==> config.mk <==
export PLATFORM = sky130hd
export DESIGN_NAME = taint_unit
export DESIGN_NICKNAME = d
export VERILOG_FILES = /design/src/logic/taint_pkg.sv /design/src/logic/taint_unit.sv /design/src/logic/taint_result.sv /design/src/logic/taint_execute.sv /design/src/logic/taint_decode.sv
export SDC_FILE = /design/constraint.sdc
export NUM_CORES = 1
export LEC_CHECK = 0
export BUFFER_PORTS_ARGS = -buffer_cell sky130_fd_sc_hd__buf_2
export CAP_MARGIN = 5
export CORE_AREA = 2 2 194 196
export CTS_BUF_LIST = sky130_fd_sc_hd__clkbuf_2 sky130_fd_sc_hd__clkbuf_4 sky130_fd_sc_hd__clkbuf_8
export CTS_CLUSTER_DIAMETER = 60
export DETAILED_ROUTE_END_ITERATION = 8
export DIE_AREA = 0 0 196 198
export PLACE_DENSITY_LB_ADDON = 0.08
export SYNTH_ARGS = -nofsm -noshare
export SYNTH_HDL_FRONTEND = slang
export SYNTH_HIERARCHICAL = 1
export SYNTH_SLANG_ARGS = --single-unit
==> constraint.sdc <==
create_clock -name pos_clk -period 8.25 [get_ports pos_clk]
set_clock_uncertainty 0.1 [all_clocks]
set_input_delay 0.4125 -clock pos_clk [delete_from_list [all_inputs] [get_ports pos_clk]]
set_output_delay 0.4125 -clock pos_clk [all_outputs]
set_load 0.02 [all_outputs]
==> src/logic/taint_pkg.sv <==
`default_nettype none

package taint_pkg;

    // operand width of every struct below
    localparam int data_width_default = 16;

    typedef enum logic [3:0] {
        op_pass       = 4'd0,
        op_not        = 4'd1,
        op_and        = 4'd2,
        op_or         = 4'd3,
        op_xor        = 4'd4,
        op_eq         = 4'd5,
        op_shl        = 4'd6,
        op_shr        = 4'd7,
        op_sshr       = 4'd8,
        op_mul        = 4'd9,
        op_logic_not  = 4'd10,
        op_reduce_or  = 4'd11,
        op_reduce_and = 4'd12,
        op_reduce_xor = 4'd13,
        op_mux        = 4'd14
    } taint_op_e;

    // one request, operands each paired with a taint shadow
    typedef struct packed {
        taint_op_e                     op;
        logic [data_width_default-1:0] a;
        logic [data_width_default-1:0] a_taint;
        logic [data_width_default-1:0] b;
        logic [data_width_default-1:0] b_taint;
        logic                          sel;
        logic                          sel_taint;
        logic                          commit;
        logic                          commit_taint;
    } taint_op_t;

    typedef enum logic [1:0] {
        shift_none  = 2'd0,
        shift_left  = 2'd1,
        shift_right = 2'd2,
        shift_arith = 2'd3
    } taint_shift_e;

    typedef enum logic [3:0] {
        cell_copy       = 4'd0,
        cell_not        = 4'd1,
        cell_and        = 4'd2,
        cell_or         = 4'd3,
        cell_xor        = 4'd4,
        cell_eq         = 4'd5,
        cell_mul        = 4'd6,
        cell_reduce_and = 4'd7,
        cell_reduce_any = 4'd8,
        cell_reduce_xor = 4'd9
    } taint_cell_e;

    typedef struct packed {
        logic         unary;
        logic         reduce;
        taint_shift_e shift_kind;
        logic         use_mux;
        taint_cell_e  cell_class;
    } taint_ctrl_t;

    typedef struct packed {
        logic [data_width_default-1:0] value;
        logic [data_width_default-1:0] taint;
    } taint_word_t;

endpackage

`default_nettype wire
==> src/logic/taint_unit.sv <==
`timescale 1ns/100ps
`default_nettype none

module taint_unit #(
    parameter int data_width = taint_pkg::data_width_default
) (
    input  wire logic                 pos_clk,
    input  wire logic                 pos_arst,
    input  wire logic                 op_valid,
    input  wire taint_pkg::taint_op_t op,
    output logic                      res_valid,
    output taint_pkg::taint_word_t    res,
    output taint_pkg::taint_word_t    acc
);

    logic                   dec_valid;
    taint_pkg::taint_op_t   dec_op;
    taint_pkg::taint_ctrl_t dec_ctrl;
    taint_pkg::taint_word_t exe_word;

    // stage 1, request register and opcode decode
    taint_decode #(
        .data_width (data_width)
    ) i_taint_decode (
        .pos_clk   (pos_clk),
        .pos_arst  (pos_arst),
        .op_valid  (op_valid),
        .op        (op),
        .dec_valid (dec_valid),
        .dec_op    (dec_op),
        .dec_ctrl  (dec_ctrl)
    );

    taint_execute #(
        .data_width (data_width)
    ) i_taint_execute (
        .dec_op   (dec_op),
        .dec_ctrl (dec_ctrl),
        .exe_word (exe_word)
    );

    // stage 2, result and accumulator
    taint_result #(
        .data_width (data_width)
    ) i_taint_result (
        .pos_clk   (pos_clk),
        .pos_arst  (pos_arst),
        .dec_valid (dec_valid),
        .dec_op    (dec_op),
        .exe_word  (exe_word),
        .res_valid (res_valid),
        .res       (res),
        .acc       (acc)
    );

endmodule

`default_nettype wire

==> src/logic/taint_result.sv <==
`timescale 1ns/100ps
`default_nettype none

module taint_result #(
    parameter int data_width = taint_pkg::data_width_default
) (
    input  wire logic                   pos_clk,
    input  wire logic                   pos_arst,
    input  wire logic                   dec_valid,
    input  wire taint_pkg::taint_op_t   dec_op,
    input  wire taint_pkg::taint_word_t exe_word,
    output logic                        res_valid,
    output taint_pkg::taint_word_t      res,
    output taint_pkg::taint_word_t      acc
);

    // bits where a tainted enable could have changed the stored value
    logic [data_width-1:0] fold_diff;

    taint_pkg::taint_word_t acc_next;

    assign fold_diff = exe_word.value ^ acc.value;

    // enabled flip-flop taint rule
    always_comb begin
        acc_next = acc;
        if (dec_op.commit) begin
            acc_next.value = exe_word.value;
            acc_next.taint = exe_word.taint;
            if (dec_op.commit_taint) begin
                acc_next.taint = exe_word.taint | fold_diff;
            end
        end else if (dec_op.commit_taint) begin
            // value held, taint grows where it might have loaded
            acc_next.taint = acc.taint | fold_diff;
        end
    end

    always_ff @(posedge pos_clk or posedge pos_arst) begin
        if (pos_arst) begin
            res_valid <= 1'b0;
        end else begin
            res_valid <= dec_valid;
        end
    end

    always_ff @(posedge pos_clk or posedge pos_arst) begin
        if (pos_arst) begin
            res <= '0;
            acc <= '0;
        end else if (dec_valid) begin
            res <= exe_word;
            acc <= acc_next;
        end
    end

endmodule

`default_nettype wire

==> src/logic/taint_execute.sv <==
`timescale 1ns/100ps
`default_nettype none

module taint_execute #(
    parameter int data_width = taint_pkg::data_width_default
) (
    input  wire taint_pkg::taint_op_t   dec_op,
    input  wire taint_pkg::taint_ctrl_t dec_ctrl,
    output taint_pkg::taint_word_t      exe_word
);

    // shift amount is the low log2 bits of b
    localparam int amt_width = (data_width > 1) ? $clog2(data_width) : 1;

    logic [data_width-1:0] a;
    logic [data_width-1:0] at;
    logic [data_width-1:0] b;
    logic [data_width-1:0] bt;
    logic [data_width-1:0] ab_taint;
    logic [data_width-1:0] product;
    logic [amt_width-1:0]  sh_amt;
    logic                  amt_tainted;
    logic                  red_invert;
    logic [data_width-1:0] sh_value;
    logic [data_width-1:0] sh_taint;

    taint_pkg::taint_word_t un_word;
    taint_pkg::taint_word_t bin_word;
    taint_pkg::taint_word_t red_word;
    taint_pkg::taint_word_t sh_word;
    taint_pkg::taint_word_t mux_word;

    assign a  = dec_op.a;
    assign at = dec_op.a_taint;
    assign b  = dec_op.b;
    assign bt = dec_op.b_taint;

    assign ab_taint    = at | bt;
    // low half only
    assign product     = a * b;
    assign sh_amt      = b[amt_width-1:0];
    assign amt_tainted = |bt[amt_width-1:0];
    assign red_invert  = (dec_op.op == taint_pkg::op_logic_not);

    // copy and not keep the operand taint as is
    always_comb begin
        un_word.value = a;
        un_word.taint = at;
        if (dec_ctrl.cell_class == taint_pkg::cell_not) begin
            un_word.value = ~a;
        end
    end

    always_comb begin
        bin_word = '0;
        case (dec_ctrl.cell_class)
            taint_pkg::cell_and: begin
                bin_word.value = a & b;
                // a tainted bit matters only where the other side is 1
                bin_word.taint = (at & b) | (bt & a) | (at & bt);
            end
            taint_pkg::cell_or: begin
                bin_word.value = a | b;
                bin_word.taint = (at & ~b) | (bt & ~a) | (at & bt);
            end
            taint_pkg::cell_eq: begin
                bin_word.value[0] = (a == b);
                // untainted bits already disagree, so the compare is fixed
                bin_word.taint[0] = (|ab_taint) &&
                                    ((a & ~ab_taint) == (b & ~ab_taint));
            end
            taint_pkg::cell_mul: begin
                bin_word.value = product;
                bin_word.taint = {data_width{|ab_taint}};
            end
            // xor and anything else take the union
            default: begin
                bin_word.value = a ^ b;
                bin_word.taint = ab_taint;
            end
        endcase
    end

    // reduce results live in bit 0
    always_comb begin
        red_word = '0;
        case (dec_ctrl.cell_class)
            taint_pkg::cell_reduce_and: begin
                red_word.value[0] = &a;
                // an untainted 0 pins the result
                red_word.taint[0] = (&(at | a)) & (|at);
            end
            taint_pkg::cell_reduce_xor: begin
                red_word.value[0] = ^a;
                red_word.taint[0] = |at;
            end
            default: begin
                red_word.value[0] = red_invert ^ (|a);
                // an untainted 1 pins the result
                red_word.taint[0] = (|at) & ~(|(a & ~at));
            end
        endcase
    end

    always_comb begin
        case (dec_ctrl.shift_kind)
            taint_pkg::shift_left: begin
                sh_value = a << sh_amt;
                sh_taint = at << sh_amt;
            end
            taint_pkg::shift_right: begin
                sh_value = a >> sh_amt;
                sh_taint = at >> sh_amt;
            end
            default: begin
                sh_value = $unsigned($signed(a) >>> sh_amt);
                sh_taint = $unsigned($signed(at) >>> sh_amt);
            end
        endcase
        sh_word.value = sh_value;
        sh_word.taint = amt_tainted ? {data_width{1'b1}} : sh_taint;
    end

    always_comb begin
        mux_word.value = dec_op.sel ? b : a;
        mux_word.taint = dec_op.sel ? bt : at;
        // tainted select differs wherever the two inputs differ
        if (dec_op.sel_taint) begin
            mux_word.taint = mux_word.taint | (a ^ b);
        end
    end

    always_comb begin
        if (dec_ctrl.use_mux) begin
            exe_word = mux_word;
        end else if (dec_ctrl.shift_kind != taint_pkg::shift_none) begin
            exe_word = sh_word;
        end else if (dec_ctrl.reduce) begin
            exe_word = red_word;
        end else if (dec_ctrl.unary) begin
            exe_word = un_word;
        end else begin
            exe_word = bin_word;
        end
    end

endmodule

`default_nettype wire

==> src/logic/taint_decode.sv <==
`timescale 1ns/100ps
`default_nettype none

module taint_decode #(
    parameter int data_width = taint_pkg::data_width_default
) (
    input  wire logic                   pos_clk,
    input  wire logic                   pos_arst,
    input  wire logic                   op_valid,
    input  wire taint_pkg::taint_op_t   op,
    output logic                        dec_valid,
    output taint_pkg::taint_op_t        dec_op,
    output taint_pkg::taint_ctrl_t      dec_ctrl
);

    taint_pkg::taint_ctrl_t ctrl_next;
    taint_pkg::taint_op_t   op_next;

    // opcode to cell controls
    always_comb begin
        ctrl_next = '0;
        case (op.op)
            taint_pkg::op_pass: begin
                ctrl_next.unary = 1'b1;
            end
            taint_pkg::op_not: begin
                ctrl_next.unary      = 1'b1;
                ctrl_next.cell_class = taint_pkg::cell_not;
            end
            taint_pkg::op_and: ctrl_next.cell_class = taint_pkg::cell_and;
            taint_pkg::op_or:  ctrl_next.cell_class = taint_pkg::cell_or;
            taint_pkg::op_xor: ctrl_next.cell_class = taint_pkg::cell_xor;
            taint_pkg::op_eq:  ctrl_next.cell_class = taint_pkg::cell_eq;
            taint_pkg::op_mul: ctrl_next.cell_class = taint_pkg::cell_mul;
            taint_pkg::op_shl:  ctrl_next.shift_kind = taint_pkg::shift_left;
            taint_pkg::op_shr:  ctrl_next.shift_kind = taint_pkg::shift_right;
            taint_pkg::op_sshr: ctrl_next.shift_kind = taint_pkg::shift_arith;
            // logic_not shares the reduce_or taint rule
            taint_pkg::op_logic_not, taint_pkg::op_reduce_or: begin
                ctrl_next.unary      = 1'b1;
                ctrl_next.reduce     = 1'b1;
                ctrl_next.cell_class = taint_pkg::cell_reduce_any;
            end
            taint_pkg::op_reduce_and: begin
                ctrl_next.unary      = 1'b1;
                ctrl_next.reduce     = 1'b1;
                ctrl_next.cell_class = taint_pkg::cell_reduce_and;
            end
            taint_pkg::op_reduce_xor: begin
                ctrl_next.unary      = 1'b1;
                ctrl_next.reduce     = 1'b1;
                ctrl_next.cell_class = taint_pkg::cell_reduce_xor;
            end
            taint_pkg::op_mux: ctrl_next.use_mux = 1'b1;
            // unknown opcode behaves as a plain copy
            default: ctrl_next.unary = 1'b1;
        endcase
    end

    // unary cells never look at b, keep it quiet downstream
    always_comb begin
        op_next = op;
        if (ctrl_next.unary) begin
            op_next.b       = {data_width{1'b0}};
            op_next.b_taint = {data_width{1'b0}};
        end
    end

    always_ff @(posedge pos_clk or posedge pos_arst) begin
        if (pos_arst) begin
            dec_valid <= 1'b0;
        end else begin
            dec_valid <= op_valid;
        end
    end

    always_ff @(posedge pos_clk) begin
        if (op_valid) begin
            dec_op   <= op_next;
            dec_ctrl <= ctrl_next;
        end
    end

endmodule

`default_nettype wire

==> metrics.txt <==
Worst-Skew Late Latency=520 ps; Final Cell Area=0.0180 mm^2; core area=0.0370 mm^2; EDFF count, synth=81; leakage=7.77 nW; Max-Cap Viols=0; layout cells sized above 1=15.3%; crit path time final=7060 ps; crit-path max cell delay=750 ps; antenna violations before repair=2; status=completed; Bufs on Longest Clock Path=2; setup ws final=1190 ps; Startpoint Class=flop; CP max stage cell=edfxtp_1; Fin. Hold Viols=0; grt ovf=0; Worst setup EP type=flop; Final setup viols=0; I/O pins=140; maximum VDD drop=0.397 mV; Combinational Power Share=67.6%; Clock Tree Root=clkbuf_8; die width=196 um; DP HPWL=49000 um; Slew @ Worst Pin=1010 ps; crit-path cells=clkinv_1 -> nor2_1 -> fa_1 -> ha_1 -> inv_1 -> fa_1 -> fa_1 -> inv_1 -> fa_1 -> inv_1 -> fa_1 -> inv_1 -> ha_1 -> and2_1 -> nand2_1 -> a21oi_1 -> o211ai_1 -> nand3_1 -> nor3b_1 -> o21ai_1 -> a22oi_1 -> xor2_1 -> a221o_1; initial core utilization=44.4%; CP dominant cell by count=fa_1; final WL=67800 um; placement-stage worst setup slack=1360 ps; mapped cell area=0.0164 mm^2; Hold WS=83.1 ps; Hold Crit Class=in -> reg; worst reg-to-reg path cell count=23; max_slew headroom=30.6%; Die ar.=0.0388 mm^2; critical path type=reg -> reg; area delta synth->final=9.96%; Ys Warns=6; TritonCTS Buffers=17; Clock power frac=11.5%; net load switching power=0.00260 W; Remaining DRCs=0; Final TNS setup=0 ps; vias in the first global route=15248; GPL Wtd Cong=1.04; critical path arrival=7340 ps; placed cells=2436; Max Slew Vio Count=0; Detailed Route Iter0 Violations=1993; post-synthesis cell type count=78; switching share of total power=51.2%; Power per Cell Area=281 mW/mm^2; Synthesized Nets=2196; Post-CTS Setup Bufs=0; Post-synth ARST share=44.9%; Reg2Reg Setup Slack=1190 ps; Internal=0.00247 W; Crit path required time=8530 ps; RSZ-0062 raised after global routing=no; register clock-pin slew on the reported worst setup and hold paths=90 ps; num rows=71; Initial DRT Pass Iterations=7; first-pass GRT wire length=99500 um; Synth Instances=1940; placed cell areas=0.0173 mm^2; die height=198 um; Primary FF master, synth=edfxtp_1; DR vias=15908; vias per cell=6.35; final non-filler cell total=2507; largest net degree at the start of global routing=72; fmax=142 MHz; register bit total from synthesis=147; total track usage=34.8%; H-tree Lvls=4; Final #Nets=2274; Hold Path Depth=1; CTS Sinks=147; synthesized area per cell=8.46 um^2; crit-path max FO=11; sequential area share after synthesis=24.9%; port bufs=139; Post-DRT Antenna Nets=0; CTS tree=yes; drt wl/cell=27.1 um; share of power burned in registers=21.0%; fin crit share=85.5%
[final timing paths]
kind                                           start                        to
max                        i_taint_decode/dec_op[54]    i_taint_result/acc[15]
min                                         op_valid  i_taint_decode/dec_valid
max reg2reg                i_taint_decode/dec_op[54]    i_taint_result/acc[15]
min reg2reg                    i_taint_result/res[5]     i_taint_result/res[5]
max in group asynchronous                   pos_arst    i_taint_result/acc[31]
min in group asynchronous                   pos_arst  i_taint_decode/dec_valid
[power by group through the flow]
stage	clock network [W]	registers (W)	logic [W]
4_1_cts	0.000592	0.00105	0.00341
3_3_place_gp	0	0.00107	0.00331
3_5_place_dp	0	0.00107	0.00337
5_1_grt	0.000614	0.00107	0.00381
6_report	0.000581	0.00106	0.00342
2_1_floorplan	0	0.00108	0.00230
[layout by cell type (no fill, tap or decap), drive strengths merged, types with 5 or more instances in the layout]
cell type    count
o2111ai          7
mux2            64
a311oi           7
nor2           233
xnor2           65
o22ai           19
o31ai            9
a211o           10
a22oi            8
buf            183
dlygate4sd3     37
inv            161
nor2b           20
edfxtp          81
a221oi          27
clkinv          12
fa              80
dfrtp           66
o211ai          23
clkbuf          18
nand2          180
nand4           10
mux2i           55
nand3           27
o221ai           5
a21oi           84
xor2            31
nor4            20
o21ai          142
a31oi           19
a32oi            5
a211oi          26
nand2b          27
a21o             5
mux4             9
and3            50
nor3            31
ha             101
a221o           25
[worst max-delay path: cells and delay by family, from the launching register on]
family                     cells  cell delay, ps
adders and majority gates      7            2860
xor gates and xnor gates       1             110
and+or+nand+nor                5            1150
DFF                            1             750
AOI/OAI and AO/OA              5            1170
buffers and inverters          5             800
[stage by stage]
stage	power (W)	utilization, %
floorplan	0.00339	-
global placement	0.00438	46.8
detailed placement	0.00444	46.8
CTS	0.00506	48.8
global route	0.00550	48.8
finish	0.00507	48.8
[logic make-up after synthesis]
family	share of synthesized area (%)
muxes	8.98
and+or+nand+nor	17.1
adders and majority gates	17.5
xor gates and xnor gates	5.31
AOI/OAI and AO/OA	18.1
buffers and inverters	8.17
DFF	24.9
[state kept, by name, summed over array words and instances, names as in the netlist]
signal / cells
i_taint_result/acc: 32
i_taint_result/res_valid: 1
i_taint_result/res: 32
i_taint_decode/dec_valid: 1
i_taint_decode/dec_op: 72
i_taint_decode/dec_ctrl: 9
[repair_timing]
item | CTS | global route
hold buffers | 36 | 1
gates resized for setup | 0 | 0
hold endpoints to repair | 36 | 1
[area by class of cell]
type	instances	area (um^2)
Clock buffer	18	248
Fill cell	3633	18900
Timing Repair Buffer	220	1400
Tap cell	474	593
Inverter	160	601
Sequential cell	147	4090
Multi-Input combinational cell	1472	11000
Clock inverter	14	120
Antenna cell	2	5.00
[synth_stat cells, types with 5 or more instances]
library cell,number,area [um^2]
clkinv_1,6,22.5
o22ai_1,19,119
a221oi_1,26,228
a32oi_1,5,43.8
a221o_1,25,250
and3_1,50,313
nand3_1,27,135
dfrtp_1,66,1650
nor4_1,19,119
buf_6,10,113
clkbuf_1,101,379
inv_1,151,567
o21ai_0,138,691
a311oi_1,6,52.6
mux2i_1,55,551
xor2_1,31,272
a21oi_1,84,420
buf_2,25,125
xnor2_1,64,561
a22oi_1,8,60.1
nor2b_1,19,119
o2111ai_1,7,61.3
a21o_1,5,37.5
mux4_2,9,203
nor2_1,233,875
buf_4,8,60.1
o31ai_1,9,67.6
fa_1,80,1600
a211oi_1,26,195
edfxtp_1,81,2430
nor3_1,27,135
o211ai_1,23,173
mux2_2,64,721
ha_1,101,1260
o221ai_1,5,43.8
nand4_1,10,62.6
a211o_1,10,87.6
buf_1,17,63.8
nand2_1,179,672
a31oi_1,18,113
nand2b_1,26,163
[routing by layer]
layer  vias to the layer above  wire length (um)  track usage (%)  share of wire, %
met5                         -                14                0             0.021
met4                         2              3940             17.8               5.8
met3                       253              7140             8.84                11
met2                      1061             28900             52.2                43
met1                      7622             27800             46.6                41
li1                       6970                 -                -                 -
Note: power is estimated with default switching activity, not from simulation.
